$ cat config.mk
export PLATFORM = sky130hd
export DESIGN_NAME = rom_loader_top
export DESIGN_NICKNAME = d
export VERILOG_FILES = /design/src/rtl/rom_load_pkg.sv /design/src/rtl/rom_region_mapper.sv /design/src/rtl/prog_req_fifo.sv /design/src/rtl/sdram_prog_writer.sv /design/src/rtl/rom_loader_top.sv
export VERILOG_INCLUDE_DIRS = /design/src /design/src/include
export SDC_FILE = /design/constraint.sdc
export NUM_CORES = 1
export LEC_CHECK = 0
export BUFFER_PORTS_ARGS = -buffer_cell sky130_fd_sc_hd__buf_2
export CAP_MARGIN = 10
export CORE_ASPECT_RATIO = 1.2
export CORE_MARGIN = 4
export CORE_UTILIZATION = 45
export DETAILED_ROUTE_END_ITERATION = 8
export PLACE_DENSITY = 0.69
export SLEW_MARGIN = 20
export SYNTH_ARGS = -nofsm -noshare
export SYNTH_HDL_FRONTEND = slang
export SYNTH_SLANG_ARGS = --single-unit
export TNS_END_PERCENT = 5
$ cat constraint.sdc
create_clock -name clk -period 7.6 [get_ports clk]
set_input_delay 1.52 -clock clk [delete_from_list [all_inputs] [get_ports clk]]
set_output_delay 1.52 -clock clk [all_outputs]
set_load 0.05 [all_outputs]
$ cat src/include/rom_load_cfg.svh
// rom loader configuration: image header layout, region offsets, key and fifo depth
`ifndef ROM_LOAD_CFG_SVH
`define ROM_LOAD_CFG_SVH

// image header layout, byte offsets from start of image
`define ROM_HEADER_LEN   64    // body byte 0 sits here
`define ROM_START_BYTES  6     // three 16-bit start positions
`define ROM_CFG_FIRST    8
`define ROM_CFG_LAST     39
`define ROM_CFG_BYTE     39    // bit 7 enables cpu decryption

// sdram word offsets per region
`define ROM_CPU_BASE     23'h000000
`define ROM_SND_BASE     23'h040000
`define ROM_PCM_BASE     23'h080000
`define ROM_GFX_BASE     23'h100000

// cpu byte decryption key, applied after a one bit left rotate
`define ROM_DECRYPT_KEY  8'h5a

// request buffer between mapper and sdram writer
`define PROG_FIFO_DEPTH  8

`endif

$ cat src/rtl/rom_load_pkg.sv
// rom loader types: vector widths, pending sdram write and writer states
package rom_load_pkg;

    typedef logic [7:0]  byte_t;        // image or config byte
    typedef logic [25:0] ioctl_addr_t;  // host byte address
    typedef logic [22:0] prog_addr_t;   // sdram word address
    typedef logic [15:0] kb_start_t;    // region start in 1 KB units
    typedef logic [1:0]  bank_t;
    typedef logic [1:0]  mask_t;        // active low lane mask
    typedef logic [4:0]  cfg_addr_t;

    // one pending sdram write
    typedef struct packed {
        prog_addr_t addr;
        byte_t      data;
        mask_t      mask;
        bank_t      bank;
    } prog_req_t;

    // sdram programming writer
    typedef enum logic [0:0] {
        WR_IDLE = 1'b0,  // waiting for a request
        WR_WAIT = 1'b1   // prog_we high until prog_rdy
    } wr_state_e;

endpackage

$ cat src/rtl/rom_region_mapper.sv
// rom region mapper: parses the image header and turns body bytes into sdram write requests
`timescale 1ns/1ns

`include "rom_load_cfg.svh"

module rom_region_mapper
    import rom_load_pkg::*;
(
    input  logic        clk,
    input  logic        reset,
    input  logic        downloading,
    input  ioctl_addr_t ioctl_addr,
    input  byte_t       ioctl_dout,
    input  logic        ioctl_wr,
    output logic        cfg_we,
    output cfg_addr_t   cfg_addr,
    output byte_t       cfg_data,
    output logic        push,
    output prog_req_t   req
);

    // start table, little endian 16-bit entries
    kb_start_t   snd_start;
    kb_start_t   pcm_start;
    kb_start_t   gfx_start;
    logic        decrypt;

    logic        wr_strobe;
    logic        is_start;
    logic        is_cfg;
    logic        is_body;
    ioctl_addr_t cfg_index;
    ioctl_addr_t body_off;      // offset from body byte 0
    kb_start_t   body_kb;
    ioctl_addr_t rel_off;       // offset inside the region

    kb_start_t   region_start;
    prog_addr_t  region_base;
    bank_t       region_bank;
    logic        is_cpu;
    byte_t       dec_byte;

    assign wr_strobe = downloading && ioctl_wr;
    assign is_start  = ioctl_addr < `ROM_START_BYTES;
    assign is_cfg    = ioctl_addr >= `ROM_CFG_FIRST && ioctl_addr <= `ROM_CFG_LAST;
    assign is_body   = ioctl_addr >= `ROM_HEADER_LEN;

    assign cfg_index = ioctl_addr - ioctl_addr_t'(`ROM_CFG_FIRST);
    assign body_off  = ioctl_addr - ioctl_addr_t'(`ROM_HEADER_LEN);
    assign body_kb   = body_off[25:10];

    // region select, ordered by start position
    always_comb begin
        is_cpu = 1'b0;
        if (body_kb < snd_start) begin
            region_start = '0;
            region_base  = `ROM_CPU_BASE;
            region_bank  = 2'd0;
            is_cpu       = 1'b1;
        end else if (body_kb < pcm_start) begin
            region_start = snd_start;
            region_base  = `ROM_SND_BASE;
            region_bank  = 2'd0;  // shares bank with cpu
        end else if (body_kb < gfx_start) begin
            region_start = pcm_start;
            region_base  = `ROM_PCM_BASE;
            region_bank  = 2'd1;
        end else begin
            region_start = gfx_start;
            region_base  = `ROM_GFX_BASE;
            region_bank  = 2'd2;
        end
    end

    assign rel_off = body_off - {region_start, 10'd0};

    // rotate left by one, then key xor
    always_comb begin
        if (is_cpu && decrypt)
            dec_byte = {ioctl_dout[6:0], ioctl_dout[7]} ^ `ROM_DECRYPT_KEY;
        else
            dec_byte = ioctl_dout;
    end

    // control state
    always_ff @(posedge clk) begin
        if (reset) begin
            cfg_we    <= 1'b0;
            push      <= 1'b0;
            snd_start <= '0;
            pcm_start <= '0;
            gfx_start <= '0;
            decrypt   <= 1'b0;
        end else begin
            cfg_we <= wr_strobe && is_cfg;
            push   <= wr_strobe && is_body;
            if (wr_strobe && is_start) begin
                // byte 0 ends up in snd_start[7:0] after six writes
                {gfx_start, pcm_start, snd_start} <=
                    {ioctl_dout, gfx_start, pcm_start, snd_start[15:8]};
            end
            if (wr_strobe && ioctl_addr == `ROM_CFG_BYTE)
                decrypt <= ioctl_dout[7];
            if (!downloading)
                decrypt <= 1'b0;  // next image starts plain
        end
    end

    // payload
    always_ff @(posedge clk) begin
        if (wr_strobe && is_cfg) begin
            cfg_addr <= cfg_index[4:0];
            cfg_data <= ioctl_dout;
        end
        if (wr_strobe && is_body) begin
            req.addr <= rel_off[23:1] + region_base;  // word address
            req.data <= dec_byte;
            req.mask <= ioctl_addr[0] ? 2'b01 : 2'b10;
            req.bank <= region_bank;
        end
    end

    // start table and config bytes must never reach the sdram side
    a_no_push_after_header: assert property (
        @(posedge clk) disable iff (reset)
        (wr_strobe && (is_start || is_cfg)) |=> !push
    ) else $error("push after header byte");

    a_cfg_push_excl: assert property (
        @(posedge clk) disable iff (reset)
        !(cfg_we && push)
    ) else $error("cfg_we and push high together");

endmodule

$ cat src/rtl/prog_req_fifo.sv
// request fifo between region mapper and sdram writer, with sticky overflow
`timescale 1ns/1ns

`include "rom_load_cfg.svh"

module prog_req_fifo
    import rom_load_pkg::*;
(
    input  logic      clk,
    input  logic      reset,
    input  logic      push,
    input  prog_req_t req,
    input  logic      pop,
    output prog_req_t head,
    output logic      empty,
    output logic      full,
    output logic      overflow
);

    localparam int unsigned AW = $clog2(`PROG_FIFO_DEPTH);
    localparam logic [AW:0] DEPTH_CNT = (AW+1)'(`PROG_FIFO_DEPTH);

    prog_req_t     mem [`PROG_FIFO_DEPTH];
    logic [AW-1:0] wr_ptr;
    logic [AW-1:0] rd_ptr;
    logic [AW:0]   count;
    logic          wr_en;
    logic          rd_en;

    assign empty = count == '0;
    assign full  = count == DEPTH_CNT;
    assign wr_en = push && !full;   // dropped when full
    assign rd_en = pop && !empty;
    assign head  = mem[rd_ptr];

    always_ff @(posedge clk) begin
        if (reset) begin
            wr_ptr   <= '0;
            rd_ptr   <= '0;
            count    <= '0;
            overflow <= 1'b0;
        end else begin
            if (wr_en)
                wr_ptr <= wr_ptr + 1'b1;  // power of two depth wraps
            if (rd_en)
                rd_ptr <= rd_ptr + 1'b1;
            case ({wr_en, rd_en})
                2'b10:   count <= count + 1'b1;
                2'b01:   count <= count - 1'b1;
                default: count <= count;
            endcase
            if (push && full)
                overflow <= 1'b1;  // held until reset
        end
    end

    // storage
    always_ff @(posedge clk) begin
        if (wr_en)
            mem[wr_ptr] <= req;
    end

    a_no_pop_empty: assert property (
        @(posedge clk) disable iff (reset)
        pop |-> !empty
    ) else $error("pop while fifo empty");

endmodule

$ cat src/rtl/sdram_prog_writer.sv
// sdram programming writer: takes queued requests and holds each write until prog_rdy
`timescale 1ns/1ns

module sdram_prog_writer
    import rom_load_pkg::*;
(
    input  logic        clk,
    input  logic        reset,
    input  prog_req_t   head,
    input  logic        empty,
    input  logic        prog_rdy,
    output logic        pop,
    output prog_addr_t  prog_addr,
    output logic [15:0] prog_data,
    output mask_t       prog_mask,
    output bank_t       prog_ba,
    output logic        prog_we
);

    wr_state_e state;
    wr_state_e state_nxt;
    prog_req_t cur_req;     // write in flight

    // take the head on the same edge the fifo drops it
    assign pop = state == WR_IDLE && !empty;

    always_comb begin
        state_nxt = state;
        case (state)
            WR_IDLE: begin
                if (!empty)
                    state_nxt = WR_WAIT;
            end
            WR_WAIT: begin
                if (prog_rdy)
                    state_nxt = WR_IDLE;  // one idle cycle between writes
            end
            default: state_nxt = WR_IDLE;
        endcase
    end

    always_ff @(posedge clk) begin
        if (reset)
            state <= WR_IDLE;
        else
            state <= state_nxt;
    end

    always_ff @(posedge clk) begin
        if (pop)
            cur_req <= head;
    end

    assign prog_we   = state == WR_WAIT;
    assign prog_addr = cur_req.addr;
    assign prog_data = {2{cur_req.data}};  // same byte on both lanes, mask picks one
    assign prog_mask = cur_req.mask;
    assign prog_ba   = cur_req.bank;

    // sdram side samples the fields any time before prog_rdy
    a_hold_until_rdy: assert property (
        @(posedge clk) disable iff (reset)
        (prog_we && !prog_rdy) |=>
            (prog_we && $stable(prog_addr) && $stable(prog_data) &&
             $stable(prog_mask) && $stable(prog_ba))
    ) else $error("prog_we fields changed before prog_rdy");

endmodule

$ cat src/rtl/rom_loader_top.sv
// rom loader top: region mapper feeding the sdram writer through the request fifo
`timescale 1ns/1ns

module rom_loader_top
    import rom_load_pkg::*;
(
    input  logic        clk,
    input  logic        reset,
    input  logic        downloading,
    input  ioctl_addr_t ioctl_addr,
    input  byte_t       ioctl_dout,
    input  logic        ioctl_wr,
    input  logic        prog_rdy,
    output logic        cfg_we,
    output cfg_addr_t   cfg_addr,
    output byte_t       cfg_data,
    output prog_addr_t  prog_addr,
    output logic [15:0] prog_data,
    output mask_t       prog_mask,
    output bank_t       prog_ba,
    output logic        prog_we,
    output logic        overflow
);

    logic      push;
    logic      pop;
    logic      empty;
    prog_req_t req;
    prog_req_t head;

    rom_region_mapper mapper_i (
        .clk(clk), .reset(reset), .downloading(downloading),
        .ioctl_addr(ioctl_addr), .ioctl_dout(ioctl_dout), .ioctl_wr(ioctl_wr),
        .cfg_we(cfg_we), .cfg_addr(cfg_addr), .cfg_data(cfg_data),
        .push(push), .req(req)
    );

    prog_req_fifo fifo_i (
        .clk(clk), .reset(reset), .push(push), .req(req), .pop(pop),
        .head(head), .empty(empty), .full(), .overflow(overflow)
    );

    sdram_prog_writer writer_i (
        .clk(clk), .reset(reset), .head(head), .empty(empty), .prog_rdy(prog_rdy),
        .pop(pop), .prog_addr(prog_addr), .prog_data(prog_data),
        .prog_mask(prog_mask), .prog_ba(prog_ba), .prog_we(prog_we)
    );

endmodule

==> metrics, run 1 <==
status complete, no violations; Worst-Skew Late Latency 0.54 ns; CP peak stage delay 0.55 ns; DRT iter0 DRCs 744; first-pass GRT wire length 60.0 mm; fillcell total 3326; Final Hold Fails 0; met2 GRT Util 30.5%; Synth Register Bits 426; Post-CTS Setup Inserts 0; EDFF count, synth 363; worst-margin pin slew 0.998 ns; critical path endpoint category register; Inst Count DP 1816; worst min path class reg2reg; clock transition time at the flip-flop clock pins of the worst setup and hold paths 0.06 ns; Die Ht 228 um; routability congestion estimate 0.855; DP Area 19500 sq um; met1 Use GR 23.3%; num ports 98; n_diodes 0; die span in x 192 um; core area 39800 sq um; HP Start mapper_i.gfx_start[15]; commonest cells after routing, fill and taps aside edfxtp_1 (363), nand2_1 (123), buf_2 (97); grt ovf 0; Worst EP arrival 7.32 ns; Clock power frac 32.6%; Hold Crit Depth 2; Seq/Total Area, Yosys 66.8%; P_int 4.46 mW; area grow syn2layout 14.7%; number of buffers created by CTS 41; sequential cell area 12200 sq um; cts hold-fix bufs 0; Yosys cell types 59; aggregate routed wire length 38.0 mm; layout cells sized above 1 25.1%; post-synthesis adder-cell area fraction 5.07%; hpwl dp 23.5 mm; Cells after Synth 1197; Period minus WS final 7.05 ns; XOR/XNOR Fraction of Synth Area 1.71%; syn avg cell area 15.2 sq um; prevailing post-synth register cell edfxtp_1; area of the multi-input gates 5580 sq um; total track usage 17.6%; crit share post-route 92.7%; Synth Warn # 0; Rel. slew slack 33.5%; htree depth 2; Reg-to-Reg End mapper_i.req[34]; Critical Path RT 7.88 ns; VDD IR max 0.203 mV; hold endpoint mapper_i.gfx_start[7]; I/O Buffers 97; NumNets Final 1437; PwrDens 304 nW/um^2; die area 43700 sq um; Initial DRT Pass Iterations 7; vias per cell 5.42; cell with the largest stage delay on the worst path or4_4; Final Slew Violations 0; fin area 20900 sq um; final setup fails 0; switching power 1.88 mW; M3 GR Usage 2.38%; CP max FO 14; Total Power 6.34 mW; mux share of post-synthesis cell area 11.3%; Top delay family on crit path simple AND/OR/NAND/NOR gates; clock tree from TritonCTS yes; synthesized area 18200 sq um; Root Buffer clkbuf_16; Critical R2R Launch mapper_i.gfx_start[13]; Sw Ratio 29.6%; post-cts resize count 0; DRT antenna net count 0; R2R cell count 24; Critical Path Start Type input pin; Worst path most repeated cell ha_1; DR DRC count 0; GR peak layer met2; Max Root-Sink Buffers 3; max-cap viol count 0; leakage power 7.00 nW; Max Fclk 142 MHz; via count 10200; Reg power frac 45.2%; reg2reg setup slack 2.31 ns; Simple-Gate Fraction of Synth Area 6.69%; RSZ-0062 raised after global routing false; fin util 52.4%; main combinational cell family by area after synthesis multiplexers; Post-synth ARST share 0%; Finished Layout Cells 1892; WS Path Type in2reg; syn nets 1308; most common cell after layout, fill and taps aside edfxtp_1; Max Clock Skew 0.0161 ns; worst hold slack 0.462 ns; Starting Density 45.7%; Comb power frac 22.2%; average wire per cell in the routed design 20.1 um; standard-cell row count 80; worst path buffer plus inverter count 4; initial antenna violation count 0; largest net degree at the start of global routing 64; Synth Area in Compound Gates 5.49%; vias in the first global route 10600; clk sink count 426
## worst max path at each step
stage                   start                to  slack [ns]  cells after the start
2_1_floorplan  ioctl_addr[13]  mapper_i.req[34]        0.26                     29
3_3_place_gp   ioctl_addr[14]  mapper_i.req[34]        0.11                     29
3_5_place_dp   ioctl_addr[14]  mapper_i.req[34]       -0.03                     29
4_1_cts        ioctl_addr[14]  mapper_i.req[34]        0.51                     29
5_1_grt        ioctl_addr[14]  mapper_i.req[34]        0.02                     30
6_report       ioctl_addr[14]  mapper_i.req[34]        0.55                     29
## cells in the mapped netlist (11+ instances only)
cell	n	area share, %
nor2_1	63	1.3
mux4_2	70	8.7
nand2_1	123	2.5
edfxtp_1	363	60
mux2_2	39	2.4
ha_1	69	4.7
a21o_1	11	0.45
xnor2_1	15	0.72
dfxtp_1	63	6.9
a21oi_1	87	2.4
clkbuf_1	23	0.47
xor2_1	18	0.87
a211o_1	14	0.67
nor3_1	16	0.44
inv_1	69	1.4
o21ai_0	23	0.63
## cell type report
type,count,share of cell area [%]
repair buffers,141,3.91
clock buffers,50,5.22
flip-flops and latches,426,58.3
well taps,533,3.20
inverters,69,1.24
clock inverters,26,1.37
multi-input cells,647,26.8
## worst min-delay path, stage by stage, from the launching register on
cell and delay (ns):
dfxtp_1 0.32, nand2_1 0.05, a21oi_1 0.05
## power groups by stage
stage               logic [mW]  registers (mW)  clock network (mW)
finish                    1.41            2.87                2.06
global route              1.51            2.89                2.21
CTS                       1.43            2.87                2.10
detailed placement        1.43            2.92                   0
global placement          1.41            2.92                   0
floorplan                0.774            3.24                   0
## state kept, by name, summed over array words and instances (netlist names), 2 cells and up
register,flops
fifo_i.mem,280
mapper_i.req,35
writer_i.prog_addr,23
mapper_i.gfx_start,16
mapper_i.pcm_start,16
mapper_i.snd_start,16
mapper_i.cfg_data,8
writer_i.prog_data,8
mapper_i.cfg_addr,5
fifo_i.count,4
fifo_i.rd_ptr,3
fifo_i.wr_ptr,3
writer_i.prog_ba,2
writer_i.prog_mask,2
## kinds of logic after synthesis
logic type	Yosys count
DFF	426
and+or+nand+nor	263
AOI/OAI and AO/OA	165
buffers and inverters	124
muxes	113
adders and majority gates	72
xor gates and xnor gates	34
## layer usage
| layer | share of wire [%] | wire, um |
|---|---|---|
| met2 | 51 | 19400 |
| met3 | 4.4 | 1680 |
| met5 | 0 | 0 |
| met1 | 42 | 16000 |
| met4 | 2.5 | 953 |
## through the flow
step                      setup WS, ns  TNS (ns)
after floorplan                  0.263         0
after global placement           0.115         0
after detailed placement       -0.0324   -0.0324
after CTS                        0.510         0
after global routing            0.0168         0
final                            0.555         0
Note: power is estimated with default switching activity, not from simulation.
==> run 2: changes to the inputs <==
--- a/config.mk
+++ b/config.mk
@@ -13,6 +13,7 @@
 export CORE_UTILIZATION = 45
 export DETAILED_ROUTE_END_ITERATION = 8
 export PLACE_DENSITY = 0.69
+export REMOVE_ABC_BUFFERS = 1
 export SLEW_MARGIN = 20
 export SYNTH_ARGS = -nofsm -noshare
 export SYNTH_HDL_FRONTEND = slang
==> metrics, run 2 (synthesis gave the netlist of run 1 again) <==
status complete, no violations; worst path buffer plus inverter count 5 (+1); Reg power frac 44.7% (-0.5 points); area of the multi-input gates 5600 sq um (+0.22%); total track usage 17.7% (+0.13 points); Root Buffer clkbuf_16; clock transition time at the flip-flop clock pins of the worst setup and hold paths 0.06 ns (about the same); max FFs per register 280 (unchanged); Top delay family on crit path simple AND/OR/NAND/NOR gates; CP peak stage delay 0.54 ns (about the same); cell with the largest stage delay on the worst path or4_4; Max Fclk 141 MHz (-0.42%); P_int 4.53 mW (+1.7%); routability congestion estimate 0.902 (+5.5%); Critical R2R Launch mapper_i.gfx_start[10]; die span in x 192 um (unchanged); num ports 98 (unchanged); Worst-Skew Late Latency 0.54 ns (about the same); vias in the first global route 10400 (-2.5%); worst-margin pin slew 1.09 ns (+0.0873 ns); VDD IR max 0.194 mV (-4.4%); first-pass GRT wire length 60.0 mm (+0.12%); critical path endpoint category register; Max Root-Sink Buffers 3 (unchanged); hpwl dp 23.5 mm (about the same); hold endpoint fifo_i.overflow; final setup fails 0 (unchanged); cts hold-fix bufs 0 (unchanged); Final Slew Violations 0 (unchanged); standard-cell row count 80 (unchanged); sequential cell area 12200 sq um (unchanged); fin area 20900 sq um (+0.38%); core area 39800 sq um (unchanged); I/O Buffers 97 (unchanged); Worst EP arrival 7.36 ns (+0.04 ns); Sw Ratio 29.0% (-0.67 points); clock tree from TritonCTS yes; Die Ht 228 um (unchanged); CP max FO 20 (+6); worst min path class reg2reg; RSZ-0062 raised after global routing false; Clock power frac 33.0% (+0.4 points); Hold Crit Depth 2 (unchanged); clk sink count 426 (unchanged); switching power 1.85 mW (-1.6%); fillcell total 3306 (-0.60%); grt ovf 0 (unchanged); Max Clock Skew 0.0114 ns (-0.00467 ns); DR DRC count 0 (unchanged); Starting Density 45.7% (unchanged); number of buffers created by CTS 42 (+2.4%); max-cap viol count 0 (unchanged); Initial DRT Pass Iterations 5 (-2); aggregate routed wire length 38.1 mm (+0.22%); DP Area 19500 sq um (+0.19%); Rel. slew slack 27.6% (-5.8 points); PwrDens 305 nW/um^2 (+0.31%); DRT iter0 DRCs 837 (+13%); most common cell after layout, fill and taps aside edfxtp_1; NumNets Final 1442 (+0.35%); reg2reg setup slack 2.44 ns (+0.13 ns); Comb power frac 22.3% (about the same); Critical Path RT 7.88 ns (about the same); via count 10200 (-0.55%); Critical Path Start Type input pin; layout cells sized above 1 25.2% (+0.092 points); leakage power 7.03 nW (+0.41%); WS Path Type in2reg; crit share post-route 93.1% (+0.39 points); commonest cells after routing, fill and taps aside edfxtp_1 (363), nand2_1 (123), buf_2 (97); vias per cell 5.37 (-0.86%); htree depth 2 (unchanged); largest register by flop count fifo_i.mem; average wire per cell in the routed design 20.1 um (about the same); die area 43700 sq um (unchanged); Reg-to-Reg End mapper_i.req[34]; R2R cell count 25 (+4.2%); Final Hold Fails 0 (unchanged); Period minus WS final 7.07 ns (+0.0298 ns); DRT antenna net count 0 (unchanged); HP Start fifo_i.overflow; initial antenna violation count 2 (+2); largest net degree at the start of global routing 71 (+11%); Setup TNS Final 0 ns (unchanged); area grow syn2layout 15.1%
==> run 2: area by class of cell <==
cell class | instances | share of cell area (%)
flip-flops and latches | 426 | 58.1
multi-input cells | 647 | 26.7
clock buffers | 56 | 5.32
repair buffers | 145 | 4.06
well taps | 533 | 3.18
clock inverters | 19 | 1.38
inverters | 69 | 1.24
diodes | 3 | 0.0358
==> run 2: metrics by stage <==
step / hold WS (ns) / power (mW) / util [%] / worst slack (ns) / cells
floorplan: 0.439 / 4.00 / - / -0.231 / 1142
global placement: 0.452 / 4.33 / 49.0 / 0.105 / 1820
detailed placement: 0.459 / 4.35 / 49.0 / -0.0744 / 1820
CTS: 0.473 / 6.46 / 52.5 / 0.458 / 1895
global route: 0.485 / 6.67 / 52.6 / 0.00155 / 1897
finish: 0.465 / 6.38 / 52.6 / 0.525 / 1898
==> run 2: power by group through the flow <==
| stage | combinational (mW) | sequential [mW] | clock [mW] |
|---|---|---|---|
| final | 1.42 | 2.85 | 2.11 |
| after global routing | 1.53 | 2.87 | 2.27 |
| after CTS | 1.45 | 2.86 | 2.15 |
| after detailed placement | 1.45 | 2.91 | 0 |
| after global placement | 1.43 | 2.90 | 0 |
| after floorplan | 0.589 | 3.41 | 0 |
==> run 2: metal layers <==
metal	vias up	global-route usage (%)	part of all wire [%]
li1	4769	-	-
met1	5116	24.3	42
met2	255	29.8	50
met3	51	2.69	5.1
met4	0	4.69	2.0
met5	-	0	0
==> run 2: worst max path at each step <==
stage                        start               end  slack, ns  cells past startpoint
detailed placement  ioctl_addr[11]  mapper_i.req[34]      -0.07                     29
CTS                 ioctl_addr[11]  mapper_i.req[34]       0.46                     29
floorplan           ioctl_addr[13]  mapper_i.req[34]      -0.23                     27
global route         ioctl_addr[9]  mapper_i.req[34]      0.002                     32
global placement    ioctl_addr[11]  mapper_i.req[34]       0.11                     29
finish              ioctl_addr[14]  mapper_i.req[34]       0.53                     27
==> run 2: tightest hold or removal path, cell delays in order (launching register included) <==
cell and delay [ns]:
dfxtp_1 0.32, a31oi_1 0.04, nor2_1 0.07
==> run 2: repair_timing <==
action / in CTS / in global routing
endpoints found under the setup margin: 0 / 1
resized for setup: 0 / 3
buffers inserted: 0 / 0
